<file path="src/logic/rotator_pkg.sv">
// Weight rotator shared types
`default_nettype none

package rotator_pkg;

  // core and kernel geometry.
  localparam int CORES      = 2;
  localparam int WORD_WIDTH = 8;
  localparam int KW_MAX     = 3;
  localparam int KH_MAX     = 3;
  localparam int CIN_MAX    = 16;
  localparam int COLS_MAX   = 8;
  localparam int BLOCKS_MAX = 4;

  // header field widths, each field holds its count minus one.
  localparam int BITS_KW     = $clog2(KW_MAX);
  localparam int BITS_KH     = $clog2(KH_MAX);
  localparam int BITS_CIN    = $clog2(CIN_MAX);
  localparam int BITS_COLS   = $clog2(COLS_MAX);
  localparam int BITS_BLOCKS = $clog2(BLOCKS_MAX);

  localparam int BITS_ADDR  = 6;
  localparam int BEAT_WIDTH = CORES * KW_MAX * WORD_WIDTH;

  typedef logic [BEAT_WIDTH-1:0] beat_t;

  // first beat of a frame, taken from the low bits of the data.
  typedef struct packed {
    logic [BITS_BLOCKS-1:0] blocks_1;
    logic [BITS_COLS-1:0]   cols_1;
    logic [BITS_CIN-1:0]    cin_1;
    logic [BITS_KH-1:0]     kh_1;
    logic [BITS_KW-1:0]     kw_1;
  } header_t;

  // output sideband, top block sits in bit 0.
  typedef struct packed {
    logic [BITS_KW-1:0] kw_1;
    logic               is_acc_last;
    logic               is_cols_1_k2;
    logic               is_1x1;
    logic               is_bottom_block;
    logic               is_top_block;
  } tuser_t;

  typedef enum logic [1:0] {
    W_IDLE,
    W_HEADER,
    W_WRITE,
    W_SWITCH
  } wstate_e;

  typedef enum logic [1:0] {
    R_IDLE,
    R_READ,
    R_SWITCH
  } rstate_e;

endpackage

`default_nettype wire
</file>
<file path="src/logic/weight_bank.sv">
// Cyclic weight bank
`timescale 1ns/10ps
`default_nettype none

module weight_bank #(
  parameter int MEM_DEPTH = 48
) (
  input  logic                              aclk,
  input  logic                              i_rst,
  input  logic                              i_clear,
  input  logic                              i_wen,
  input  rotator_pkg::beat_t                i_wdata,
  input  logic [rotator_pkg::BITS_ADDR-1:0] i_last_addr,
  input  logic                              i_advance,
  output rotator_pkg::beat_t                o_rdata,
  output logic                              o_valid
);

  rotator_pkg::beat_t                mem [MEM_DEPTH];
  logic [rotator_pkg::BITS_ADDR-1:0] wr_ptr;
  logic [rotator_pkg::BITS_ADDR-1:0] rd_ptr;
  logic [rotator_pkg::BITS_ADDR-1:0] rd_ptr_next;
  logic                              full;
  logic                              load;

  // output register refills when empty or when its word is taken.
  assign load = full && (!o_valid || i_advance);

  // read side runs cyclically over the stored words.
  assign rd_ptr_next = (rd_ptr == i_last_addr) ? '0 : rd_ptr + 1'b1;

  always_ff @(posedge aclk) begin
    if (i_wen) begin
      mem[wr_ptr] <= i_wdata;
    end
  end

  always_ff @(posedge aclk) begin
    if (load) begin
      o_rdata <= mem[rd_ptr];
    end
  end

  always_ff @(posedge aclk) begin
    if (i_rst || i_clear) begin
      wr_ptr  <= '0;
      rd_ptr  <= '0;
      full    <= 1'b0;
      o_valid <= 1'b0;
    end else begin
      if (i_wen) begin
        wr_ptr <= wr_ptr + 1'b1;
        // bank is complete once the last address is written.
        if (wr_ptr == i_last_addr) begin
          full <= 1'b1;
        end
      end
      if (load) begin
        rd_ptr  <= rd_ptr_next;
        o_valid <= 1'b1;
      end
    end
  end

  // writes stop at the limit given by the header.
  a_no_overrun : assert property (@(posedge aclk) disable iff (i_rst)
    i_wen |-> (!full && (wr_ptr <= i_last_addr)));

endmodule

`default_nettype wire

</file>
<file path="config.mk">
export PLATFORM = sky130hd
export DESIGN_NAME = weight_bank
export DESIGN_NICKNAME = d
export VERILOG_FILES = /design/src/logic/rotator_pkg.sv /design/src/logic/weight_bank.sv
export SDC_FILE = /design/constraint.sdc
export NUM_CORES = 2
export LEC_CHECK = 0
export ABC_AREA = 0
export BUFFER_PORTS_ARGS = -buffer_cell sky130_fd_sc_hd__buf_2
export CORE_MARGIN = 1
export CORE_UTILIZATION = 30
export CTS_CLUSTER_DIAMETER = 50
export CTS_CLUSTER_SIZE = 25
export DETAILED_ROUTE_END_ITERATION = 6
export GPL_TIMING_DRIVEN = 0
export SLEW_MARGIN = 25
export SYNTH_ARGS = -nofsm -noshare
export SYNTH_HDL_FRONTEND = slang
export SYNTH_SLANG_ARGS = --single-unit
</file>
<file path="constraint.sdc">
create_clock -name aclk -period 9 [get_ports aclk]
set_clock_uncertainty 0.05 [all_clocks]
set_input_delay 0.45 -clock aclk [delete_from_list [all_inputs] [get_ports aclk]]
set_output_delay 0.45 -clock aclk [all_outputs]
set_load 0.02 [all_outputs]
</file>
Word level (Yosys, flattened, before mapping)

Memory sizes are Yosys's and may differ from the RTL's. A register that Yosys moved wholly into a read port is not among the register bits.
Cells that the tools add are included.

Input port bits: 59
Bits in read-only memories: 0
Bits in writable memories: 2304
Latch bits: 0
Logic and storage cells: 17
Flip-flop bits (word level): 14
Output and inout port bits: 49
Memories: 1

Memories:

| name | words | width | rd ports | clocked after memory_dff | wr ports | RTL line          | text |
|---|---|---|---|---|---|---|---|
| mem  | 48    | 48    | 1        | 1                        | 1        | weight_bank.sv:19 | `rotator_pkg::beat_t mem [MEM_DEPTH];` |

Add/sub/neg operators: 2
Muxes and demuxes: 3
Reduce and logical (&&, ||, !) cells: 5
Magnitude comparators: 0
Shift operators: 0
Multiply operators: 0
Equality and inequality tests: 2
Divide/modulo/power cells: 0
Bitwise gates (word level): 0

Operators with widths:

| cell                                                           | number |
|---|---|
| 6-bit by 1-bit adder with 6-bit output (second input constant) | 2 |
| 6-bit == test                                                  | 2 |
| 6-bit two-way mux                                              | 1 |
| 1-bit logical OR                                               | 2 |
| 1-bit two-way mux                                              | 2 |
| 2-bit AND reduction                                            | 1 |
| 1-bit logical AND                                              | 1 |
| 1-bit zero test                                                | 1 |

Depth between registers and ports, before layout

Word-level depth: 3
Mapped depth: 9
Depth with buffers taken out: 4

Worst setup path before layout

OpenSTA, ideal clock, no wires.

Path kind: register to register
Start point: register wr_ptr[3] (netlist bit)
End point: memory mem[9][0] (netlist bit) (enable)
Arrival: 5779 ps
Setup slack: 2599 ps
Required time: 8377 ps
Cell stages (with the launch flop): 5
Cells stage by stage: dfxtp_1 > clkbuf_1 > or3b_2 > clkbuf_1 > nor4_1

RTL lines:

| item                   | RTL line          | text |
|---|---|---|
| start, declared        | weight_bank.sv:20 | `logic [rotator_pkg::BITS_ADDR-1:0] wr_ptr;` |
| start signal, assigned | weight_bank.sv:52 | `wr_ptr <= wr_ptr + 1'b1;` |
| end, declared          | weight_bank.sv:19 |  |

Straight into the memory's write port.

==> reports/metrics.cfg <==
[cts]
clock_tree.root_cell = sky130_fd_sc_hd__clkbuf_16
max-clock-path-buffers = 3
clk_pin_slew_worst_paths_ps = 90
tritoncts = done
clock_insertion_delay_worst_skew_ps = 830
h-tree-depth = 4
cts_buffers = 157
cts_sinks = 2366

[placement]
dpl.cell_count = 8357
gpl.final_weighted_congestion = 0.8017
io_buffers = 107
place.detailed.hpwl_mm = 186.2

[synthesis]
postSynthCellCount = 4060
synth_cell_types = 54
synth_flop_cell = sky130_fd_sc_hd__edfxtp_1
synth-async-reset-ratio_pct = 0
seq_area_frac_synth_pct = 78.67
synth-seq-cells = 2366
synth.avg_cell_area_um2 = 22.20
mappedNetlistNets = 4121
yosysWarnings = 0
netlist.area_leader.share_pct = 78.36
netlist_top_cells_area = sky130_fd_sc_hd__edfxtp_1, sky130_fd_sc_hd__mux4_2, sky130_fd_sc_hd__mux2i_1
synth.cell_area_um2 = 90140
post-synth-top-area-cell = sky130_fd_sc_hd__edfxtp_1
count_of_flip_flops_with_a_built_in_enable_after_synthesis = 2352

[pwr]
power_per_cell_area_nw_per_um2 = 194.1
leakagePower_uw = 0.03143
power.share.combinational_pct = 1.3
maximum_resistive_drop_on_vdd_mv = 0.2076
total_power_uw = 20550
share_seq_of_total_power_pct = 59.0
switching_power_uw = 4516
fraction_of_power_consumed_by_the_clock_network_pct = 39.6
cellInternalPower_uw = 16030
switching_share_of_power_pct = 21.98

[setup_path]
crit_arrival_ps = 5240
path_class = reg -> reg
critPathRequiredTime_ps = 9400
critical_path.max_fanout = 10
cp_launch_type = register
worst_setup_path_end_kind = register

[die]
die-width_um = 550.1
initial_core_util_pct = 30.27
core-area_um2 = 297800
pin_count = 108
die_height_um = 550.1
core.rowCount = 200
die_area_um2 = 302600

[sta]
hold_viol = 0
achievable-frequency_ghz = 0.2066
slew_violations = 0
tightest_slew_ps = 1166
final_min_period_over_clock_period_pct = 53.77
grt_setup_unrepaired = false
timing.final.setup_violations = 0
setup-tns-final_ps = 0
max_slew_margin_pct = 22.27
minimum_clock_period_ps = 4840

[global_route]
grt_usage_pct = 17.53
grt_max_degree = 49
wire_length_of_the_first_global_routing_pass_mm = 369.2
via_count_of_the_first_global_routing_pass = 45250
antenna_found_initial = 38
grt_overflow = 0

[routing]
num_vias = 46412
route.antenna.remaining_nets = 0
met2_wirelength_mm = 124.7
avgRoutedWirePerCell_um = 31.14
wl_met1_mm = 108.7
drt_pass1_iterations = 6
routed_wl_mm = 269.7
top_layer_in_use = met5
dr_wl_met3_mm = 28.69
post-route-drc-count = 0
avgViaCountPerCell = 5.359
detailedRoute.firstIterationViolations = 6820

[finish]
syn_to_final_growth_pct = 17.46
layout-drive-gt1-share_pct = 28.99
fin_cells = 8661
design.final.nets = 4642

[run_status]
status = finished clean

[run]
maxCapViolCount = 0

[min_path]
hold_path.class = in -> reg

routing by layer:
layer	vias up	GRT usage, %
li1	18345	-
met1	24947	24.60
met2	2660	27.44
met3	442	3.982
met4	18	4.540
met5	-	0
synth_stat cells, types with 8 or more instances:
master                      count
sky130_fd_sc_hd__nand4_1        8
sky130_fd_sc_hd__o31a_1        10
sky130_fd_sc_hd__mux4_2       434
sky130_fd_sc_hd__xnor2_1       13
sky130_fd_sc_hd__a21oi_1       59
sky130_fd_sc_hd__nor3_1        15
sky130_fd_sc_hd__dfxtp_1       14
sky130_fd_sc_hd__a2111oi_0     33
sky130_fd_sc_hd__o22ai_1       55
sky130_fd_sc_hd__mux2i_1      255
sky130_fd_sc_hd__buf_2         53
sky130_fd_sc_hd__a211oi_1      37
sky130_fd_sc_hd__and2_1        37
sky130_fd_sc_hd__nor4_1        14
sky130_fd_sc_hd__o22a_1        10
sky130_fd_sc_hd__mux2_2        73
sky130_fd_sc_hd__o21ai_0       33
sky130_fd_sc_hd__nor2_1       104
sky130_fd_sc_hd__a221oi_1      49
sky130_fd_sc_hd__nand2_1       14
sky130_fd_sc_hd__nor2b_1        9
sky130_fd_sc_hd__clkbuf_1      87
sky130_fd_sc_hd__o221ai_1      79
sky130_fd_sc_hd__buf_6         38
sky130_fd_sc_hd__edfxtp_1    2352
sky130_fd_sc_hd__buf_4         37
sky130_fd_sc_hd__a22oi_1       44
sky130_fd_sc_hd__nand3_1       11
sky130_fd_sc_hd__buf_1         13
sky130_fd_sc_hd__xor2_1         9
cells by family (layout without fill, tap and decap cells):
kind of cell | count (synthesis) | after routing | share of synthesized area [%]
muxes | 762 | 762 | 14.59
adders and majority gates | 2 | 2 | 0.02776
other | 0 | 6 | 0
DFF | 2366 | 2366 | 78.67
xor gates and xnor gates | 22 | 22 | 0.2138
and+or+nand+nor | 240 | 240 | 1.333
AOI/OAI and AO/OA | 425 | 425 | 3.494
buffers and inverters | 243 | 899 | 1.675
stage by stage:
| step | hold WS (ps) | util, % | setup slack [ps] | instance area, um^2 |
|---|---|---|---|---|
| 6_report | 67.78 | 35.55 | 4160 | 105900 |
| 3_5_place_dp | 430.1 | 33.58 | 4333 | 100000 |
| 4_1_cts | 12.71 | 35.53 | 4263 | 105800 |
| 3_3_place_gp | 446.5 | 32.10 | -6342 | 95600 |
| 2_1_floorplan | 498.9 | - | 2599 | 90140 |
| 5_1_grt | 22.81 | 35.55 | 4168 | 105900 |
sequential cells by signal, summed over array words and instances, names as in the netlist:
register,flops
o_valid,1
rd_ptr,6
full,1
mem,2304
wr_ptr,6
o_rdata,48
path summary, 6_finish.rpt:
path	startpoint	endpoint	slack [ps]	cells after the start
max	rd_ptr[2]	o_rdata[32]	4160	7
min	i_wen	full	70	4
max reg2reg	rd_ptr[2]	o_rdata[32]	4160	7
min reg2reg	o_valid	o_valid	440	2
power by group through the flow:
stage	Combinational [uW]	Sequential (uW)	Clock, uW
floorplan	56.0	12400	0
global placement	245	12400	0
detailed placement	275	12400	0
CTS	276	12100	8230
global route	297	12100	8610
finish	277	12100	8140
timing repair:
| item | in CTS | in global routing |
|---|---|---|
| endpoints found under the hold margin | 6 | 0 |
| resized for setup | 0 | 0 |
| hold buffers | 2 | 0 |
| buffers inserted | 0 | 0 |
final cells by class:
type / instances / area, um^2
timing repair buffer: 362 / 4597
clock buffer: 163 / 4036
multi-input combinational: 1451 / 18090
antenna: 6 / 15.01
fill: 27161 / 191900
tap: 3939 / 4928
buffer: 238 / 1508
clock inverter: 131 / 1764
inverter: 5 / 21.27
sequential: 2366 / 70910
layout by cell type, fill, tap and decap left out, types with 69 or more instances in the layout:
| master | netlist | final |
|---|---|---|
| sky130_fd_sc_hd__buf_16 | 0 | 81 |
| sky130_fd_sc_hd__nor2_1 | 104 | 69 |
| sky130_fd_sc_hd__edfxtp_1 | 2352 | 2352 |
| sky130_fd_sc_hd__buf_4 | 37 | 121 |
| sky130_fd_sc_hd__buf_2 | 53 | 191 |
| sky130_fd_sc_hd__mux2i_1 | 255 | 255 |
| sky130_fd_sc_hd__clkbuf_16 | 0 | 161 |
| sky130_fd_sc_hd__clkbuf_1 | 87 | 76 |
| sky130_fd_sc_hd__mux4_2 | 434 | 434 |
| sky130_fd_sc_hd__o221ai_1 | 79 | 79 |
| sky130_fd_sc_hd__mux2_2 | 73 | 73 |
worst max-delay path, cell delays in order, from the launching register on:
cell                       delay [ps]
sky130_fd_sc_hd__dfxtp_1          500
sky130_fd_sc_hd__buf_2            410
sky130_fd_sc_hd__and2_1           180
sky130_fd_sc_hd__clkbuf_1         600
sky130_fd_sc_hd__clkbuf_1         810
sky130_fd_sc_hd__clkbuf_1         680
sky130_fd_sc_hd__a211oi_1         270
sky130_fd_sc_hd__a221oi_1         940
Note: power is estimated with default switching activity, not from simulation.
