==> src/logic/rotator_pkg.sv <==
// Weight rotator shared types
`default_nettype none

package rotator_pkg;

  // core and kernel geometry.
  localparam int CORES      = 2;
  localparam int WORD_WIDTH = 8;
  localparam int KW_MAX     = 3;
  localparam int KH_MAX     = 3;
  localparam int CIN_MAX    = 16;
  localparam int COLS_MAX   = 8;
  localparam int BLOCKS_MAX = 4;

  // header field widths, each field holds its count minus one.
  localparam int BITS_KW     = $clog2(KW_MAX);
  localparam int BITS_KH     = $clog2(KH_MAX);
  localparam int BITS_CIN    = $clog2(CIN_MAX);
  localparam int BITS_COLS   = $clog2(COLS_MAX);
  localparam int BITS_BLOCKS = $clog2(BLOCKS_MAX);

  localparam int BITS_ADDR  = 6;
  localparam int BEAT_WIDTH = CORES * KW_MAX * WORD_WIDTH;

  typedef logic [BEAT_WIDTH-1:0] beat_t;

  // first beat of a frame, taken from the low bits of the data.
  typedef struct packed {
    logic [BITS_BLOCKS-1:0] blocks_1;
    logic [BITS_COLS-1:0]   cols_1;
    logic [BITS_CIN-1:0]    cin_1;
    logic [BITS_KH-1:0]     kh_1;
    logic [BITS_KW-1:0]     kw_1;
  } header_t;

  // output sideband, top block sits in bit 0.
  typedef struct packed {
    logic [BITS_KW-1:0] kw_1;
    logic               is_acc_last;
    logic               is_cols_1_k2;
    logic               is_1x1;
    logic               is_bottom_block;
    logic               is_top_block;
  } tuser_t;

  typedef enum logic [1:0] {
    W_IDLE,
    W_HEADER,
    W_WRITE,
    W_SWITCH
  } wstate_e;

  typedef enum logic [1:0] {
    R_IDLE,
    R_READ,
    R_SWITCH
  } rstate_e;

endpackage

`default_nettype wire
==> src/logic/rotator_ctrl.sv <==
// Ping-pong bank control
`timescale 1ns/10ps
`default_nettype none

module rotator_ctrl (
  input  logic                                   aclk,
  input  logic                                   i_rst,
  input  logic                                   i_s_valid,
  input  logic                                   i_s_last,
  input  rotator_pkg::header_t                   i_s_header,
  input  logic                                   i_m_ready,
  input  logic [1:0]                             i_bank_valid,
  input  logic                                   i_count_done,
  output logic                                   o_s_ready,
  output logic                                   o_m_valid,
  output logic [1:0]                             o_wen,
  output logic [1:0]                             o_clear,
  output logic [1:0]                             o_advance,
  output logic [1:0][rotator_pkg::BITS_ADDR-1:0] o_last_addr,
  output rotator_pkg::header_t                   o_rd_header,
  output logic                                   o_rd_sel,
  output logic                                   o_count_start
);

  rotator_pkg::wstate_e                   wstate;
  rotator_pkg::wstate_e                   wstate_next;
  rotator_pkg::rstate_e                   rstate;
  rotator_pkg::rstate_e                   rstate_next;
  logic                                   wr_sel;
  logic                                   rd_sel;
  logic [1:0]                             done_write;
  logic [1:0]                             done_read;
  logic                                   s_ready_q;
  logic                                   header_hs;
  logic                                   weight_hs;
  rotator_pkg::header_t [1:0]             header_q;
  logic [1:0][rotator_pkg::BITS_ADDR-1:0] last_addr_q;
  logic [rotator_pkg::BITS_ADDR-1:0]      last_addr_new;
  logic [rotator_pkg::BITS_ADDR-1:0]      weight_count;

  assign header_hs = i_s_valid && s_ready_q && (wstate == rotator_pkg::W_HEADER);
  assign weight_hs = i_s_valid && s_ready_q && (wstate == rotator_pkg::W_WRITE);

  // (kh+1)*(cin+1)-1 expanded to avoid the extra adder stage.
  assign last_addr_new =
      rotator_pkg::BITS_ADDR'(i_s_header.kh_1) * rotator_pkg::BITS_ADDR'(i_s_header.cin_1)
      + rotator_pkg::BITS_ADDR'(i_s_header.kh_1)
      + rotator_pkg::BITS_ADDR'(i_s_header.cin_1);

  always_comb begin
    wstate_next = wstate;
    case (wstate)
      rotator_pkg::W_IDLE:   if (done_read[wr_sel]) wstate_next = rotator_pkg::W_HEADER;
      rotator_pkg::W_HEADER: if (header_hs) wstate_next = rotator_pkg::W_WRITE;
      rotator_pkg::W_WRITE:  if (weight_hs && i_s_last) wstate_next = rotator_pkg::W_SWITCH;
      default:               wstate_next = rotator_pkg::W_IDLE;
    endcase
  end

  always_comb begin
    rstate_next = rstate;
    case (rstate)
      rotator_pkg::R_IDLE: if (done_write[rd_sel]) rstate_next = rotator_pkg::R_READ;
      rotator_pkg::R_READ: if (i_count_done) rstate_next = rotator_pkg::R_SWITCH;
      default:             rstate_next = rotator_pkg::R_IDLE;
    endcase
  end

  always_ff @(posedge aclk) begin
    if (i_rst) begin
      wstate       <= rotator_pkg::W_IDLE;
      rstate       <= rotator_pkg::R_IDLE;
      wr_sel       <= 1'b0;
      rd_sel       <= 1'b0;
      done_write   <= 2'b00;
      done_read    <= 2'b11;
      s_ready_q    <= 1'b0;
      weight_count <= '0;
    end else begin
      wstate    <= wstate_next;
      rstate    <= rstate_next;
      // ready follows the header state by one cycle, then holds for the weights.
      s_ready_q <= ((wstate == rotator_pkg::W_HEADER) && !header_hs)
                   || (wstate_next == rotator_pkg::W_WRITE);
      if (header_hs) begin
        weight_count <= '0;
      end else if (weight_hs) begin
        weight_count <= weight_count + 1'b1;
      end
      // a free bank is claimed by the writer, a full bank by the reader.
      if ((wstate == rotator_pkg::W_IDLE) && done_read[wr_sel]) begin
        done_read[wr_sel] <= 1'b0;
      end
      if ((rstate == rotator_pkg::R_IDLE) && done_write[rd_sel]) begin
        done_write[rd_sel] <= 1'b0;
      end
      if (wstate == rotator_pkg::W_SWITCH) begin
        done_write[wr_sel] <= 1'b1;
        wr_sel             <= !wr_sel;
      end
      if (rstate == rotator_pkg::R_SWITCH) begin
        done_read[rd_sel] <= 1'b1;
        rd_sel            <= !rd_sel;
      end
    end
  end

  always_ff @(posedge aclk) begin
    if (header_hs) begin
      header_q[wr_sel]    <= i_s_header;
      last_addr_q[wr_sel] <= last_addr_new;
    end
  end

  always_comb begin
    for (int b = 0; b < 2; b++) begin
      o_wen[b]     = weight_hs && (wr_sel == 1'(b));
      o_clear[b]   = header_hs && (wr_sel == 1'(b));
      o_advance[b] = (rstate == rotator_pkg::R_READ) && i_m_ready && (rd_sel == 1'(b));
    end
  end

  assign o_s_ready     = s_ready_q;
  assign o_m_valid     = (rstate == rotator_pkg::R_READ) && i_bank_valid[rd_sel];
  assign o_last_addr   = last_addr_q;
  assign o_rd_header   = header_q[rd_sel];
  assign o_rd_sel      = rd_sel;
  assign o_count_start = (rstate == rotator_pkg::R_IDLE) && done_write[rd_sel];

  // the frame must close on exactly its last weight beat.
  a_last_on_final_beat : assert property (@(posedge aclk) disable iff (i_rst)
    weight_hs |-> (i_s_last == (weight_count == last_addr_q[wr_sel])));

  // writer and reader never hold one bank together.
  a_bank_exclusive : assert property (@(posedge aclk) disable iff (i_rst)
    ((wstate != rotator_pkg::W_IDLE) && (rstate != rotator_pkg::R_IDLE)) |-> (wr_sel != rd_sel));

endmodule

`default_nettype wire

==> config.mk <==
export PLATFORM = sky130hd
export DESIGN_NAME = rotator_ctrl
export DESIGN_NICKNAME = d
export VERILOG_FILES = /design/src/logic/rotator_pkg.sv /design/src/logic/rotator_ctrl.sv
export SDC_FILE = /design/constraint.sdc
export NUM_CORES = 1
export LEC_CHECK = 0
export BUFFER_PORTS_ARGS = -buffer_cell sky130_fd_sc_hd__buf_2
export CORE_MARGIN = 5
export CORE_UTILIZATION = 40
export CTS_CLUSTER_DIAMETER = 40
export DETAILED_ROUTE_END_ITERATION = 10
export PLACE_DENSITY = 0.73
export SYNTH_ARGS = -nofsm -noshare
export SYNTH_HDL_FRONTEND = slang
export SYNTH_SLANG_ARGS = --single-unit
==> constraint.sdc <==
create_clock -name aclk -period 5.5 [get_ports aclk]
set_clock_uncertainty 0.2 [all_clocks]
set_input_delay 0.275 -clock aclk [delete_from_list [all_inputs] [get_ports aclk]]
set_output_delay 0.275 -clock aclk [all_outputs]
set_load 0.005 [all_outputs]
-- Word level (Yosys, flattened, before mapping)
Index checks and enable logic that the tools add are counted.
- register bits after elaboration: 49
- latch bits: 0
- RAM bits: 0
- memory bits (read-only): 0
- bits of input ports: 21
- output and inout bits: 35
- word-level logic and storage cells: 97
- memories: 0
- add/sub/neg operators: 2
- $mul: 1
- div/mod/pow operators: 0
- $lt $le $gt $ge: 4
- equal/unequal tests: 8
- shifts and indexed selects: 0
- mux-type cells: 31
- bitwise gates (word level): 8
- reductions and logical operators: 24
- operator list (cell ; number):
    13-bit two-way mux ; 3
    26-bit bitwise mux ; 1
    2-bit two-way mux ; 11
    1-bit logical AND ; 17
    13-bit demux with 1-bit select ; 1
    12-bit bitwise mux ; 1
    2-bit == test, second input constant ; 4
    1-bit two-way mux ; 8
    6-bit by 2-bit adder with 6-bit output ; 1
    6-bit by 4-bit adder with 6-bit output ; 1
    6-bit demux with 1-bit select ; 1
    2-bit by 4-bit multiplier with 6-bit output ; 1
    6-bit two-way mux ; 1
    2-bit case mux with 3 select lines ; 1
    2-bit bitwise AND ; 2
    2-bit by 1-bit == test with 1-bit output, second input constant ; 2
    2-bit logical NOT ; 2
    1-bit by 2-bit < comparator with 1-bit output, second input constant ; 2
    2-bit inverter ; 2
    2-bit bitwise OR ; 2
    2-bit case mux with 2 select lines ; 1
    1-bit logical NOT ; 3
    1-bit demux with 1-bit select ; 2
    1-bit >= comparator, second input constant ; 2
    5 further kinds ; 6

-- Longest topological paths before layout
- depth in word-level cells: 10
- mapped depth: 8
- depth with buffers taken out: 8

-- Worst setup path before layout
OpenSTA, ideal clock, no wires.
- path type: input to register
- start: input i_s_header[3] (netlist bit)
- end: register last_addr_q, in the netlist o_last_addr[11] (data pin)
- setup time: 0.262 ns
- data arrival time: 2.190 ns
- data required time: 5.038 ns
- setup slack: 2.847 ns
- stages on the path: 7
- path buffers: 0
- path through: and2_1 -> fa_1 -> fa_1 -> fa_1 -> a21o_1 -> a21oi_1 -> xnor2_1
- word-level cells in the longest chain between the ends: 4
- RTL lines (item ; line ; text):
    start: declaration ; rotator_ctrl.sv:10 ; input rotator_pkg::header_t i_s_header,
    2-bit by 4-bit multiplier with 6-bit output ; rotator_ctrl.sv:46 ; rotator_pkg::BITS_ADDR'(i_s_header.kh_1) * rotator_pkg::BITS_ADDR'(i_s_header.cin_1)
    6-bit by 2-bit adder with 6-bit output * ; rotator_ctrl.sv:47 ; + rotator_pkg::BITS_ADDR'(i_s_header.kh_1)
    6-bit by 4-bit adder with 6-bit output * ; rotator_ctrl.sv:48 ; + rotator_pkg::BITS_ADDR'(i_s_header.cin_1);
    via last_addr_new, one bit ; rotator_ctrl.sv:38 ; logic [rotator_pkg::BITS_ADDR-1:0] last_addr_new;
    12-bit bitwise mux * ; rotator_ctrl.sv:111 ; last_addr_q[wr_sel] <= last_addr_new;
    end signal: indexed assignment ; rotator_ctrl.sv:111 ;
    end: declaration ; rotator_ctrl.sv:37 ; logic [1:0][rotator_pkg::BITS_ADDR-1:0] last_addr_q;
Mark *: on every way through the listed nets, which the timed path passes. The rest lies on a longest branch.
A chain may end at the register's enable or synchronous reset.

-- Worst setup path after layout
- start: input i_s_header[4] (netlist bit)
- end: register last_addr_q, in the netlist o_last_addr[5] (data pin)
- word-level cells in the longest chain between the ends: 4
- RTL lines (item ; line):
    2-bit by 4-bit multiplier with 6-bit output ; rotator_ctrl.sv:46
    6-bit by 2-bit adder with 6-bit output ; rotator_ctrl.sv:47
    6-bit by 4-bit adder with 6-bit output * ; rotator_ctrl.sv:48
    via last_addr_new, one bit ; rotator_ctrl.sv:38
    12-bit bitwise mux * ; rotator_ctrl.sv:111
Marked as above.

==> metrics.txt <==
commonest non-fill, non-tap cell in the layout=buf_2; Hold Fails Final Rpt=0; Clock Latency Late Sink=between 0.2 and 0.3 ns; Critical Path End Type=flop; # clock sinks=49; Main synth FF type=edfxtp_1; Die X=83.4 µm; maximum number of pins on one net before global-route repair=22; Synth Area in Simple Gates=about a tenth; Slew Limit Fails=0; Post-Synth XOR/XNOR Area=1.63%; cell family with most CP delay=adder cells; Worst Tran Pin Value=roughly 1.1 ns; Async SR Flop Fraction=0%; startpoint types=input port; Synthesis Warnings=0; H-tree levels=2; Hold WC Path Type=input port to flop; CTS tree=done; fin area=0.00265 mm²; multi-input logic area=roughly 730 µm²; most frequent cells in the layout=buf_2, edfxtp_1, mux2_2; setup bufs post-CTS=0; worst path buffer plus inverter count=2; clk slew on worst S/H paths=0.08 ns; Final setup viols=0; final worst path period need=about 3.1 ns; DP HPWL=2.86 mm; Post-Syn Area=between 0.002 and 0.0025 mm²; Die H=~83 µm; Diodes inserted=0; number of vias in the routed layout=between 1000 and 1500; final wirelength=about 4.0 mm; Vias per Instance=around 4.7; antenna violations before repair=0; core outline area=around 0.0052 mm²; DRT antenna net count=0; Rel. slew slack=between 20% and 30%; WP data arrival=just under 3 ns; setup TNS=0 ns; IO Port Bufs=55; # nets final=between 200 and 250; first-pass GRT wire length=6.81 mm; cell total after placement=271; EDFF count, synth=38; Synth Area in Adders=around 8.7%; Synth Net Count=~180; register area share after synthesis=a little over three fifths; initial core utilization=a little over two fifths; mux share of post-synthesis cell area=under 10%; area grow syn2layout=23.0%; drt wl/cell=around 14 µm; WS Path Type=input port to flop; post-synth cell types=34; Power, Total=692 µW; Die Area=~0.0070 mm²; CTS buffer count=5; worst vdd ir=roughly 0.00018 V; RSZ-0062 raised after global routing=no; I/O pins=56; CP max FO=5; Peak Freq=approximately 0.32 GHz; LEAKAGE=roughly 0.0011 µW; DRT Pass-1 Iters=4; register area=0.00136 mm²; Final period util=between 50% and 60%; largest family of logic cells by synthesized area=simple AND/OR/NAND/NOR gates; DP Area=roughly 0.0025 mm²; Root Driver=clkbuf_8; DRT iter0 DRCs=75; vias in the first global route=1378; FILL cells=roughly 450; outcome=finished, final reports clean; total grt overflow=0; # DRC=0; slowest stage cell, crit path=dlygate4sd3_1; GRT Overall Usage=around 12%; most used cell, CP=fa_1; pwr/cell area=around 260 mW/mm²; num rows=26; ratio of cells with drive above 1 in the final layout=about two fifths; post-synthesis compound-gate area fraction=under 10%; CP Data Required Time=roughly 5.3 ns; flops & latches, synth=49; Finished Layout Cells=between 200 and 300; crit-path cells=dlygate4sd3_1, buf_2, and2_1, fa_1, fa_1, fa_1, a21o_1, a21oi_1, xnor2_1; CP max stage delay=around 0.52 ns; number of max-cap violations=0; routability cong.=~0.8; Post-Syn Instances=around 150; Mapped Avg Cell Area=14.5 µm²; CTS Buffer Depth=2
flip-flops by register name, indices dropped and copies added (netlist names):
register / cells
o_last_addr: 12
wstate: 2
rstate: 2
done_read: 2
done_write: 2
wr_sel: 1
o_s_ready: 1
header_q: 26
o_rd_sel: 1
path summary, 6_finish.rpt:
kind,to,cells past startpoint,slack (ns),startpoint
worst min register to register,done_write[1],2,0.29,done_write[1]
worst max-delay path,o_last_addr[5],9,2.40,i_s_header[4]
worst min-delay path,header_q[7],1,0.02,i_s_header[7]
worst max register to register,o_last_addr[0],3,3.30,wstate[0]
area by class of cell:
| type | count | share of cell area (%) |
|---|---|---|
| flip-flops and latches | 49 | 51.4 |
| multi-input cells | 88 | 27.6 |
| repair buffers | 64 | 13.7 |
| well taps | 70 | 3.31 |
| clock buffers | 6 | 2.74 |
| inverters | 8 | 1.13 |
| clock inverters | 1 | 0.142 |
metrics by stage:
stage               hold slack [ns]  util, %  worst slack, ns
detailed placement            0.270     48.2             2.58
global placement              0.257     48.2             2.63
finish                       0.0220     51.2             2.40
CTS                          0.0131     51.2             2.40
floorplan                     0.174        -             2.85
global route                 0.0137     51.2             2.28
what timing repair did:
action                                 CTS  global route
resized for setup                        0             0
hold buffers                             8             0
endpoints found under the hold margin   16             0
layer usage:
metal | wire length (µm) | global-route usage (%) | vias to the layer above
li1 | - | - | 664
met1 | 1750 | 14.9 | 630
met2 | 1840 | 19.5 | 47
met3 | 383 | 5.94 | 6
met4 | 44 | 3.12 | 0
met5 | 0 | 0 | -
where the power goes:
group / internal (µW) / switching [µW]
logic: 40.8 / 41.7
clock network: 85.9 / 106
registers: 413 / 4.36
total: 540 / 153
Yosys cell counts, types with 3 or more instances:
cell / count / area (µm²)
ha_1: 7 / 87.6
nor2_1: 9 / 33.8
nand3_1: 4 / 20.0
dfxtp_1: 11 / 220
xnor2_1: 3 / 26.3
edfxtp_1: 38 / 1140
nand2_1: 8 / 30.0
inv_1: 8 / 30.0
buf_6: 3 / 33.8
and2_1: 4 / 25.0
mux2_2: 14 / 158
fa_1: 5 / 100
a21oi_1: 8 / 40.0
kinds of logic after synthesis:
logic type               after synthesis
adder cells (fa/ha/maj)               12
multiplexers                          16
AO/OA/AOI/OAI                         17
flip-flops                            49
XOR/XNOR                               4
other                                  1
buffers and inverters                 12
AND/OR/NAND/NOR                       38
Power figures use the tool's default switching activity.
