--- src/logic/rotator_pkg.sv ---
// Weight rotator shared types
`default_nettype none

package rotator_pkg;

  // core and kernel geometry.
  localparam int CORES      = 2;
  localparam int WORD_WIDTH = 8;
  localparam int KW_MAX     = 3;
  localparam int KH_MAX     = 3;
  localparam int CIN_MAX    = 16;
  localparam int COLS_MAX   = 8;
  localparam int BLOCKS_MAX = 4;

  // header field widths, each field holds its count minus one.
  localparam int BITS_KW     = $clog2(KW_MAX);
  localparam int BITS_KH     = $clog2(KH_MAX);
  localparam int BITS_CIN    = $clog2(CIN_MAX);
  localparam int BITS_COLS   = $clog2(COLS_MAX);
  localparam int BITS_BLOCKS = $clog2(BLOCKS_MAX);

  localparam int BITS_ADDR  = 6;
  localparam int BEAT_WIDTH = CORES * KW_MAX * WORD_WIDTH;

  typedef logic [BEAT_WIDTH-1:0] beat_t;

  // first beat of a frame, taken from the low bits of the data.
  typedef struct packed {
    logic [BITS_BLOCKS-1:0] blocks_1;
    logic [BITS_COLS-1:0]   cols_1;
    logic [BITS_CIN-1:0]    cin_1;
    logic [BITS_KH-1:0]     kh_1;
    logic [BITS_KW-1:0]     kw_1;
  } header_t;

  // output sideband, top block sits in bit 0.
  typedef struct packed {
    logic [BITS_KW-1:0] kw_1;
    logic               is_acc_last;
    logic               is_cols_1_k2;
    logic               is_1x1;
    logic               is_bottom_block;
    logic               is_top_block;
  } tuser_t;

  typedef enum logic [1:0] {
    W_IDLE,
    W_HEADER,
    W_WRITE,
    W_SWITCH
  } wstate_e;

  typedef enum logic [1:0] {
    R_IDLE,
    R_READ,
    R_SWITCH
  } rstate_e;

endpackage

`default_nettype wire
--- src/logic/loop_counters.sv ---
// Replay loop counters
`timescale 1ns/10ps
`default_nettype none

module loop_counters (
  input  logic                 aclk,
  input  logic                 i_rst,
  input  logic                 i_start,
  input  logic                 i_step,
  input  rotator_pkg::header_t i_header,
  output rotator_pkg::tuser_t  o_user,
  output logic                 o_last,
  output logic                 o_done
);

  // level 0 is kh, then cin, cols and blocks outermost.
  localparam int LEVELS = 4;
  localparam int W_INNER = (rotator_pkg::BITS_KH > rotator_pkg::BITS_CIN)
                           ? rotator_pkg::BITS_KH : rotator_pkg::BITS_CIN;
  localparam int W_OUTER = (rotator_pkg::BITS_COLS > rotator_pkg::BITS_BLOCKS)
                           ? rotator_pkg::BITS_COLS : rotator_pkg::BITS_BLOCKS;
  localparam int CNT_W = (W_INNER > W_OUTER) ? W_INNER : W_OUTER;

  logic [LEVELS-1:0][CNT_W-1:0] limit;
  logic [LEVELS-1:0][CNT_W-1:0] count;
  logic [LEVELS-1:0]            last;
  logic [LEVELS-1:0]            en;

  assign limit[0] = CNT_W'(i_header.kh_1);
  assign limit[1] = CNT_W'(i_header.cin_1);
  assign limit[2] = CNT_W'(i_header.cols_1);
  assign limit[3] = CNT_W'(i_header.blocks_1);

  // each level steps when every inner level wraps.
  always_comb begin
    en[0] = i_step;
    for (int i = 1; i < LEVELS; i++) begin
      en[i] = en[i-1] && last[i-1];
    end
  end

  always_ff @(posedge aclk) begin
    if (i_rst) begin
      count <= '0;
      last  <= '0;
    end else if (i_start) begin
      count <= limit;
      for (int i = 0; i < LEVELS; i++) begin
        last[i] <= (limit[i] == '0);
      end
    end else if (o_done) begin
      // frame finished, keep last low until the next start.
      last <= '0;
    end else begin
      for (int i = 0; i < LEVELS; i++) begin
        if (en[i]) begin
          if (last[i]) begin
            count[i] <= limit[i];
            last[i]  <= (limit[i] == '0);
          end else begin
            count[i] <= count[i] - 1'b1;
            last[i]  <= (count[i] == CNT_W'(1));
          end
        end
      end
    end
  end

  assign o_last = &last;
  assign o_done = i_step && o_last;

  // sideband flags for the convolution engine.
  assign o_user.kw_1            = i_header.kw_1;
  assign o_user.is_acc_last     = last[0] && last[1];
  assign o_user.is_cols_1_k2    = (count[2] == CNT_W'(i_header.kw_1 >> 1));
  assign o_user.is_1x1          = (i_header.kw_1 == '0);
  assign o_user.is_bottom_block = last[3];
  assign o_user.is_top_block    = (count[3] == limit[3]);

endmodule

`default_nettype wire

--- config.mk ---
export PLATFORM = sky130hd
export DESIGN_NAME = loop_counters
export DESIGN_NICKNAME = d
export VERILOG_FILES = /design/src/logic/rotator_pkg.sv /design/src/logic/loop_counters.sv
export SDC_FILE = /design/constraint.sdc
export NUM_CORES = 1
export LEC_CHECK = 0
export ABC_AREA = 1
export BUFFER_PORTS_ARGS = -buffer_cell sky130_fd_sc_hd__buf_4
export CAP_MARGIN = 10
export CORE_ASPECT_RATIO = 1.2
export CORE_MARGIN = 4
export CORE_UTILIZATION = 28
export CTS_CLUSTER_DIAMETER = 200
export DETAILED_ROUTE_END_ITERATION = 8
export PLACE_DENSITY_LB_ADDON = 0.1
export SYNTH_ARGS = -nofsm -noshare
export SYNTH_HDL_FRONTEND = slang
export SYNTH_SLANG_ARGS = --single-unit
--- constraint.sdc ---
create_clock -name aclk -period 1.6 [get_ports aclk]
set_input_delay 0.16 -clock aclk [delete_from_list [all_inputs] [get_ports aclk]]
set_output_delay 0.16 -clock aclk [all_outputs]
set_load 0.02 [all_outputs]
## After elaboration in Yosys (flattened, before gate mapping)

Index checks and enable logic that the tools add are counted.

- Add/subtract/negate cells: 4
- Equal/unequal tests: 7
- Multiplexer cells: 20
- Bitwise logic cells: 1
- Reductions and logical operators: 27

Operators with widths:

| operator | count |
|---|---|
| $mux 4 | 9 |
| $mux 14 | 2 |
| $eq 4x1->1 const B | 4 |
| $logic_not 4->1 | 4 |
| $sub 4x1->4 const B | 4 |
| $reduce_and 2->1 | 7 |
| $reduce_bool 3->1 | 4 |
| $mux 1 | 8 |
| $reduce_bool 2->1 | 4 |
| $logic_and 1x1->1 | 5 |
| $eq 4x1->1 | 1 |
| $eq 4x2->1 | 1 |
| $reduce_and 4->1 | 1 |
| $logic_not 2->1 | 1 |
| $mux 2 | 1 |
| $ne 2x2->1 const B | 1 |
| $reduce_or 2->1 | 1 |
| $not 1->1 | 1 |

- Register bits: 20
- Word-level logic and storage cells: 70

## Logic depth before layout (Yosys ltp)

Gate-level depths: netlist of the first run.

- Depth in word-level cells: 6
- Mapped depth: 9
- Depth with buffers taken out: 9

## Worst setup path after synthesis of the first run

Ideal clock, no wire load.

- Path kind: reg2reg
- Start: register last[1]
- End: register count[13] (netlist bit)
- Setup time: 0.109 ns
- Arrival: 1.173 ns
- Slack: 0.318 ns
- Cell stages (with the launch flop): 10
- Clock period less this slack: 1.282 ns
- Cell sequence: dfxtp_1 -> nand2_2 -> nor2_4 -> nand2_4 -> clkinv_2 -> nor2_2 -> nand2_1 -> nand3_1 -> nand2_1 -> inv_1

- Cells in the longest elaborated chain, start to end: 4
- Elaborated cells between the ends (all ways): 7
- Those cells by class: eq/ne: 1; reduce/logical: 6

Ends and longest elaborated chain:

| what | line | text |
|---|---|---|
| start: declaration | loop_counters.sv:26 | `logic [LEVELS-1:0] last;` |
| start signal: indexed assignment | loop_counters.sv:49 | `last[i] <= (limit[i] == '0);` |
| start signal: indexed assignment | loop_counters.sv:59 | `last[i] <= (limit[i] == '0);` |
| start signal: indexed assignment | loop_counters.sv:62 | `last[i] <= (count[i] == CNT_W'(1));` |
| $reduce_and 4->1 | loop_counters.sv:69 | `assign o_last = &last;` |
| named net o_last | loop_counters.sv:12 | `output logic o_last,` |
| $logic_and 1x1->1 | loop_counters.sv:70 | `assign o_done = i_step && o_last;` |
| named net o_done | loop_counters.sv:13 | `output logic o_done` |
| $ne 2x2->1 (no line) | -- |  |
| $reduce_and 2->1 (no line) | -- |  |
| end signal: assignment | loop_counters.sv:47 | `count <= limit;` |
| end signal: indexed assignment | loop_counters.sv:58 | `count[i] <= limit[i];` |
| end signal: indexed assignment | loop_counters.sv:61 | `count[i] <= count[i] - 1'b1;` |
| end: declaration | loop_counters.sv:25 | `logic [LEVELS-1:0][CNT_W-1:0] count;` |

The timed path passes the listed nets, and every way through them passes these cells.
A chain may end at the register's enable or synchronous reset.

## Worst setup path after layout of the first run

- Start: register last[3]
- End: output o_done

- Cells in the longest elaborated chain, start to end: 2

Ends and longest elaborated chain:

| what | line |
|---|---|
| $reduce_and 4->1 | loop_counters.sv:69 |
| $logic_and 1x1->1 | loop_counters.sv:70 |
| end: declaration | loop_counters.sv:13 |

No other way between the ends.

==> results of run 1 <==
-- registers in the layout (all words and copies together) (netlist names) --
register / cells
count: 16
last: 4
-- stage by stage --
| stage | std cells | area (µm²) | hold slack (ns) | total power (µW) | setup WS, ns |
|---|---|---|---|---|---|
| 2_1_floorplan | 228 | 1430 | 0.229 | 801 | 0.318 |
| 3_3_place_gp | 308 | 1670 | 0.378 | 917 | 0.209 |
| 3_5_place_dp | 308 | 1670 | 0.373 | 911 | 0.248 |
| 4_1_cts | 311 | 1710 | 0.0973 | 1260 | 0.0805 |
| 5_1_grt | 311 | 1710 | 0.0962 | 1330 | 0.0341 |
| 6_report | 311 | 1710 | 0.106 | 1230 | 0.175 |
-- power by group through the flow --
stage	clock network [µW]	registers [µW]	logic (µW)
finish	331	570	327
global placement	0	582	335
floorplan	0	570	231
global route	370	577	382
detailed placement	0	581	330
CTS	354	569	333
-- area by class of cell --
cell class                      instances  area [µm²]  area share
Sequential cell                        20         402       0.235
Tap cell                               60        75.1      0.0440
Multi-Input combinational cell        170         873       0.511
Inverter                               32         121      0.0711
Clock buffer                            3        41.3      0.0242
Timing Repair Buffer                   26         195       0.114
-- cells in the mapped netlist, drive strengths merged, types with 2 or more instances --
cell type,number
ha,8
xor2,4
nand4,6
nand3,17
buf,4
clkbuf,2
inv,31
nor3,2
o21ai,24
dfxtp,20
a21oi,14
nor2,38
nand2,51
-- layer usage --
layer	track usage	up-vias
li1	-	780
met1	0.153	608
met2	0.203	20
met3	0.0232	2
met4	0.0503	0
met5	0	-
-- repair_timing --
action                                  CTS  global route
endpoints found under the setup margin    0             1
endpoints found under the hold margin     0             0
gates resized for setup                   0             1
-- worst min-delay path by stage --
stage	start	end	slack (ns)	depth (start not counted)
finish	i_rst	count[7]	0.11	2
global route	i_rst	count[6]	0.1	2
detailed placement	i_rst	last[0]	0.37	2
floorplan	i_rst	last[0]	0.23	1
CTS	i_rst	last[0]	0.1	2
global placement	i_rst	count[6]	0.38	2
-- cell families (layout without fill, tap and decap cells) --
family | Yosys count | in the layout | share of synthesized area
AND/OR/NAND/NOR | 116 | 116 | 0.361
AO/OA/AOI/OAI | 42 | 42 | 0.155
buffers and inverters | 38 | 61 | 0.109
flip-flops | 20 | 20 | 0.280
adder cells (fa/ha/maj) | 8 | 8 | 0.0700
XOR/XNOR | 4 | 4 | 0.0245
==> impl_metrics.csv, run 1 <==
group,metric,value,unit
global_routing,first_global_vias,1357,
final_layout,layout_commonest_cell,"nand2_1",
cts,cts_setup_buffers,0,
route,wl_met2,1640,µm
worst_setup_path,r2r-start,"last[0]",
timing,tightest_slew,0.413,ns
route,via_per_inst,4.53,
synthesis,synth.cell_area,0.00143,mm²
timing,tns,0,ns
final_layout,syn_to_final_growth,19.4,%
floorplanning,fp-row-count,28,
pwr,power_frac_comb,0.266,
timing,relSlewSlack,0.725,
timing,skew,0.00144,ns
worst_setup_path,r2r-end,"last[1]",
run,max_cap_violations,0,
worst_setup_path,crit_path_end,"o_done",
floorplanning,dieWidth,73.2,µm
worst_setup_path,max_stage_delay,0.43,ns
cts,cts_hold_buf,0,
synthesis,synth_flop_cell,"dfxtp_1",
synthesis,synthArstFlopShare,0,
worst_setup_path,crit_path_top_delay_cell,"dfxtp_1",
synthesis,synth_warnings,0,
cts,max-clock-path-buffers,2,
route,num_vias,1410,
pwr,p_sw,389,µW
final_layout,layout_common_cells,"nand2_1 (48), nor2_1 (32), inv_1 (29)",
route,drt_iter0_markers,54,
worst_setup_path,cp.depth,5,
pwr,ir_drop,0.211,mV
cts,cts_buffers,3,
global_routing,grt_max_degree,16,
synthesis,synth.top_cell.area_share,0.280,
worst_setup_path,worstSetupPathType,"flip-flop to output pin",
pwr,p_leak,0.000834,µW
floorplanning,core_area,0.00494,mm²
synthesis,syn_avg_cell_area,6.27,µm²
timing,fin_crit,1.42,ns
worst_setup_path,r2r_cells,5,
status,status,"finished clean",
worst_setup_path,path_cells,"nand2_1, nor2_4, nand2_4, clkinv_2, buf_4",
route,drc,0,
worst_setup_path,startpoint,"last[3]",
pwr,p_int,839,µW
route,wl_met1,1700,µm
placed_design,hpwl,2770,µm
pwr,power_frac_seq,0.464,
synthesis,synthTopCellsByArea,"dfxtp_1 (28%), nand2_1 (13%), nor2_1 (8.4%)",
synthesis,synthDistinctLibCells,27,
route,firstDrtPassIters,4,
worst_setup_path,cp-end-kind,"output pin",
cts,clock_latency,0.25,ns
worst_setup_path,required,1.44,ns
placed_design,portBuffers,25,
worst_setup_path,crit_fanout,7,
route,drt-total-wl,3540,µm
floorplanning,io_pins,26,
worst_setup_path,crit_family,"flip-flops",
timing,drv_slew,0,
cts,cts_tree,"yes",
min_path,min-delay-path-class,"primary input to flip-flop",
synthesis,synth-edff-count,0,
worst_setup_path,r2r_slack,0.30,ns
timing,final.period_utilization,0.891,
worst_setup_path,arrival,1.26,ns
worst_setup_path,start_kind,"flip-flop",
synthesis,syn-num-nets,253,
synthesis,syn_inst,228,
pwr,p_clk_frac,0.270,
cts,clk_pin_slew,0.07,ns
cts,cts_max_level,1,
synthesis,yosys.area.top_type,"dfxtp_1",
final_layout,utilization,0.346,
route,top_layer,"met4",
global_routing,grt_use_total,0.122,
final_layout,final_nets,278,
timing,setup_viol,0,
route,wl_per_cell,11.4,µm
worst_setup_path,worst-path-buf-inv,2,
pwr,power_density,719,mW/mm²
pwr,p_sw_frac,0.317,
timing,fmax,702,MHz
global_routing,antenna_found_initial,0,
timing,finalHoldViolCount,0,
synthesis,seq_area_frac_synth,0.280,
floorplanning,die_h,86.3,µm
placed_design,place_congestion,0.729,
timing,rsz0062_at_grt,"false",
synthesis,ys_ff_latch,20,
final_layout,num-fill-cells,577,
final_layout,diodes,0,
cts,cts_sinks,20,
floorplanning,initial_utilization,0.290,
global_routing,grt-ovfl-total,0,
final_layout,drive_gt1_frac,0.171,
global_routing,grt_pass1_wl,6090,µm
floorplanning,dieArea,0.00632,mm²
route,detail-route-antenna-nets,0,
cts,clockRootBuffer,"clkbuf_8",
route,dr_wl_met3,152,µm
Power figures use the tool's default switching activity.
==> inputs of run 2 (changes only) <==
==> constraint.sdc (replaced) <==
create_clock -name aclk -period 1.4 [get_ports aclk]
set_input_delay 0.14 -clock aclk [delete_from_list [all_inputs] [get_ports aclk]]
set_output_delay 0.14 -clock aclk [all_outputs]
set_load 0.02 [all_outputs]
==> impl_metrics.csv, run 2 (synthesis results as in run 1) <==
group,metric,value,unit
route,drt_iter0_markers,91,
worst_setup_path,crit_fanout,6,
final_layout,drive_gt1_frac,0.231,
timing,drv_slew,0,
floorplanning,core_area,0.00494,mm²
timing,relSlewSlack,0.702,
route,top_layer,"met4",
floorplanning,dieWidth,73.2,µm
cts,cts_max_level,1,
pwr,p_clk_frac,0.308,
pwr,p_sw_frac,0.319,
final_layout,final_nets,286,
floorplanning,die_h,86.3,µm
timing,final.period_utilization,0.944,
cts,max-clock-path-buffers,2,
route,wl_per_cell,11.7,µm
timing,timing.hold.ws,0.0715,ns
cts,clk_pin_slew,0.08,ns
final_layout,utilization,0.368,
final_layout,layout_common_cells,"nand2_1 (47), buf_4 (33), nor2_1 (31)",
timing,setup_viol,0,
route,via_per_inst,4.57,
route,wl_met2,1760,µm
worst_setup_path,arrival,1.18,ns
route,wl_met1,1750,µm
final_layout,syn_to_final_growth,26.9,%
route,drt-total-wl,3730,µm
timing,finalHoldViolCount,0,
global_routing,grt_use_total,0.123,
route,firstDrtPassIters,4,
placed_design,portBuffers,25,
global_routing,first_global_vias,1334,
cts,cts_sinks,20,
final_layout,largest_reg_flops,16,
worst_setup_path,worstSetupPathType,"flip-flop to output pin",
timing,skew,0.00443,ns
placed_design,hpwl,2890,µm
floorplanning,initial_utilization,0.290,
final_layout,diodes,0,
floorplanning,dieArea,0.00632,mm²
cts,clockRootBuffer,"clkbuf_8",
cts,cts_buffers,3,
route,drc,0,
route,detail-route-antenna-nets,0,
global_routing,antenna_found_initial,0,
min_path,min-delay-path-class,"primary input to flip-flop",
pwr,power_frac_comb,0.268,
worst_setup_path,required,1.26,ns
run,max_cap_violations,0,
pwr,power_frac_seq,0.425,
cts,cts_tree,"yes",
route,num_vias,1461,
global_routing,grt_max_degree,14,
pwr,p_sw,484,µW
pwr,power_density,836,mW/mm²
pwr,p_int,1030,µW
timing,tns,0,ns
placed_design,place_congestion,0.754,
timing,fin_crit,1.32,ns
global_routing,grt_pass1_wl,6150,µm
global_routing,grt-ovfl-total,0,
timing,tightest_slew,0.446,ns
status,status,"finished clean",
worst_setup_path,start_kind,"flip-flop",
final_layout,reg.largest.list,"count (16), last (4)",
timing,fmax,757,MHz
cts,clock_latency,0.26,ns
final_layout,num-fill-cells,557,
route,dr_wl_met3,182,µm
floorplanning,io_pins,26,
pwr,p_leak,0.000890,µW
floorplanning,fp-row-count,28,
worst_setup_path,cp-end-kind,"output pin",
pwr,ir_drop,0.343,mV
final_layout,layout_commonest_cell,"nand2_1",
timing,rsz0062_at_grt,"false",
final_layout,largest_register,"count",
[run 2: cell count changes in the layout (fill, tap and decap cells not counted), sizes merged]
cell and delta:
buf +8, clkbuf +1
[run 2: cell type report]
class                   instances  area, µm²  area share
clock buffers                   4       55.1      0.0303
inverters                      32        121      0.0669
multi-input cells             170        895       0.493
flip-flops and latches         20        410       0.226
well taps                      60       75.1      0.0414
repair buffers                 34        259       0.143
[run 2: final timing paths]
kind / from / end / slack [ns] / cells past startpoint
worst min-delay path: i_rst / last[0] / 0.07 / 2
worst min register to register: count[1] / count[1] / 0.51 / 2
worst max register to register: count[8] / count[10] / 0.16 / 6
worst max-delay path: count[12] / o_user[0] / 0.08 / 3
[run 2: layer usage]
layer,vias to the layer above,GRT usage
met3,2,0.0267
li1,799,-
met5,-,0
met2,20,0.198
met4,0,0.0453
met1,640,0.160
[run 2: timing repair]
action,CTS,global route
hold buffers,0,0
endpoints found under the setup margin,2,5
gates cloned,0,0
gates resized for setup,5,10
pin swaps,1,3
setup buffers,0,2
[run 2: stage by stage]
stage,setup WS (ns),total power [µW],instance area (µm²),std cells
global placement,0.125,1060,1710,314
CTS,0.00754,1530,1770,318
finish,0.0784,1520,1820,320
global route,0.000245,1630,1820,320
floorplan,0.118,915,1430,228
detailed placement,0.135,1060,1710,314
[run 2: critical path, stage by stage, from the launching register on]
cell and delay [ns]:
dfxtp_2 0.39, nand2_1 0.07, a221oi_1 0.27, buf_4 0.19
[run 2: power groups by stage]
stage / Combinational [µW] / Clock, µW / Sequential, µW
finish: 406 / 467 / 645
global route: 468 / 509 / 651
CTS: 406 / 484 / 645
detailed placement: 404 / 0 / 657
global placement: 405 / 0 / 658
floorplan: 263 / 0 / 652
==> inputs of run 3 (changes only) <==
--- a/config.mk
+++ b/config.mk
@@ -14,6 +14,8 @@
 export CTS_CLUSTER_DIAMETER = 200
 export DETAILED_ROUTE_END_ITERATION = 8
 export PLACE_DENSITY_LB_ADDON = 0.1
+export RECOVER_POWER = 50
+export SLEW_MARGIN = 0
 export SYNTH_ARGS = -nofsm -noshare
 export SYNTH_HDL_FRONTEND = slang
 export SYNTH_SLANG_ARGS = --single-unit
==> impl_metrics.csv, run 3 (synthesis results as in run 1) <==
group,metric,value,unit
pwr,ir_drop,0.343,mV
cts,clock_latency,0.26,ns
floorplanning,fp-row-count,28,
final_layout,largest_register,"count",
worst_setup_path,crit_path_top_delay_cell,"dfxtp_2",
final_layout,fin_area,0.00180,mm²
cts,cts_hold_buf,0,
timing,tightest_slew,0.450,ns
worst_setup_path,cp-end-kind,"output pin",
cts,max-clock-path-buffers,2,
timing,fin_crit,1.32,ns
floorplanning,dieArea,0.00632,mm²
route,via_per_inst,4.57,
global_routing,grt-ovfl-total,0,
timing,worst_slack,0.0790,ns
worst_setup_path,crit_fanout,6,
global_routing,first_global_vias,1334,
pwr,p_leak,0.000876,µW
min_path,min-delay-path-class,"primary input to flip-flop",
timing,setup_viol,0,
placed_design,dpl.cell_count,314,
final_layout,fin_cells,320,
global_routing,use_met3,0.0267,
run,max_cap_violations,0,
final_layout,layout_commonest_cell,"nand2_1",
final_layout,layout_common_cells,"nand2_1 (47), nor2_1 (31), inv_1 (29), buf_4 (29), o21ai_0 (21)",
global_routing,busiest_layer,"met2",
placed_design,place_congestion,0.754,
floorplanning,core_area,0.00494,mm²
timing,tns,0,ns
route,drt-total-wl,3730,µm
global_routing,use_met2,0.198,
placed_design,portBuffers,25,
cts,cts_tree,"yes",
route,drc,0,
placed_design,dpl_cell_area,0.00171,mm²
floorplanning,dieWidth,73.2,µm
global_routing,antenna_found_initial,0,
worst_setup_path,worstSetupPathType,"flip-flop to output pin",
final_layout,drive_gt1_frac,0.219,
timing,rsz0062_at_grt,"false",
route,drt_iter0_markers,88,
cts,clockRootBuffer,"clkbuf_8",
pwr,power_density,842,mW/mm²
floorplanning,die_h,86.3,µm
cts,cts_buffers,3,
timing,relSlewSlack,0.699,
global_routing,grt_max_degree,14,
final_layout,final_nets,286,
timing,skew,0.00456,ns
floorplanning,initial_utilization,0.290,
placed_design,place_ws,0.135,ns
route,wl_per_cell,11.6,µm
cts,cts_max_level,1,
timing,drv_slew,0,
global_routing,grt_pass1_wl,6150,µm
worst_setup_path,path_cells,"nand2_1, a221oi_1, buf_4",
final_layout,regArea,410,µm²
status,status,"finished clean",
route,detail-route-antenna-nets,0,
floorplanning,io_pins,26,
worst_setup_path,r2r_slack,0.14,ns
worst_setup_path,start_kind,"flip-flop",
final_layout,utilization,0.364,
timing,fmax,757,MHz
global_routing,grt_use_total,0.123,
worst_setup_path,required,1.26,ns
placed_design,hpwl,2890,µm
timing,final.period_utilization,0.944,
final_layout,largest_reg_flops,16,
worst_setup_path,arrival,1.18,ns
timing,finalHoldViolCount,0,
final_layout,multi_input_area,890,µm²
global_routing,met1_usage,0.160,
route,num_vias,1463,
final_layout,syn_to_final_growth,25.6,%
worst_setup_path,max_stage_delay,0.39,ns
final_layout,num-fill-cells,555,
final_layout,diodes,0,
route,firstDrtPassIters,4,
final_layout,reg.largest.list,"count (16), last (4)",
cts,cts_sinks,20,
cts,clk_pin_slew,0.08,ns
==> run 3: what timing repair did <==
action	4_1_cts	5_1_grt
pin swaps	1	3
setup buffers	0	2
gates resized for setup	5	10
setup endpoints to repair	2	5
==> run 3: per-layer routing <==
layer / part of all wire / up-vias
met2: 0.47 / 22
met1: 0.47 / 640
met3: 0.049 / 2
li1: - / 799
met5: 0 / -
met4: 0.0089 / 0
==> run 3: cell type report <==
type | count | area share
clock buffer | 4 | 0.0306
inverter | 32 | 0.0675
multi-input combinational | 170 | 0.495
sequential | 20 | 0.228
tap | 60 | 0.0418
timing repair buffer | 34 | 0.136
==> run 3: per-stage QoR <==
stage          hold WS, ns  total power (µW)
2_1_floorplan        0.209               915
3_3_place_gp         0.360              1060
3_5_place_dp         0.356              1060
4_1_cts             0.0637              1530
5_1_grt             0.0615              1620
6_report            0.0721              1510
==> run 3: power by group <==
part	switching [µW]	internal (µW)
registers	37.2	608
clock network	216	251
logic	230	171
==> run 3: path summary, 6_finish.rpt <==
check              end  depth (start not counted)       from
max          o_user[0]                          3  count[12]
min            last[0]                          2      i_rst
max reg2reg   count[3]                          8    last[2]
min reg2reg   count[1]                          2   count[1]
==> run 3: critical path, delay by kind of cell, from the launching register on <==
kind            cells  cell delay [ns]
buf+inv             1             0.19
compound gates      1             0.27
simple gates        1             0.07
flops               1             0.39
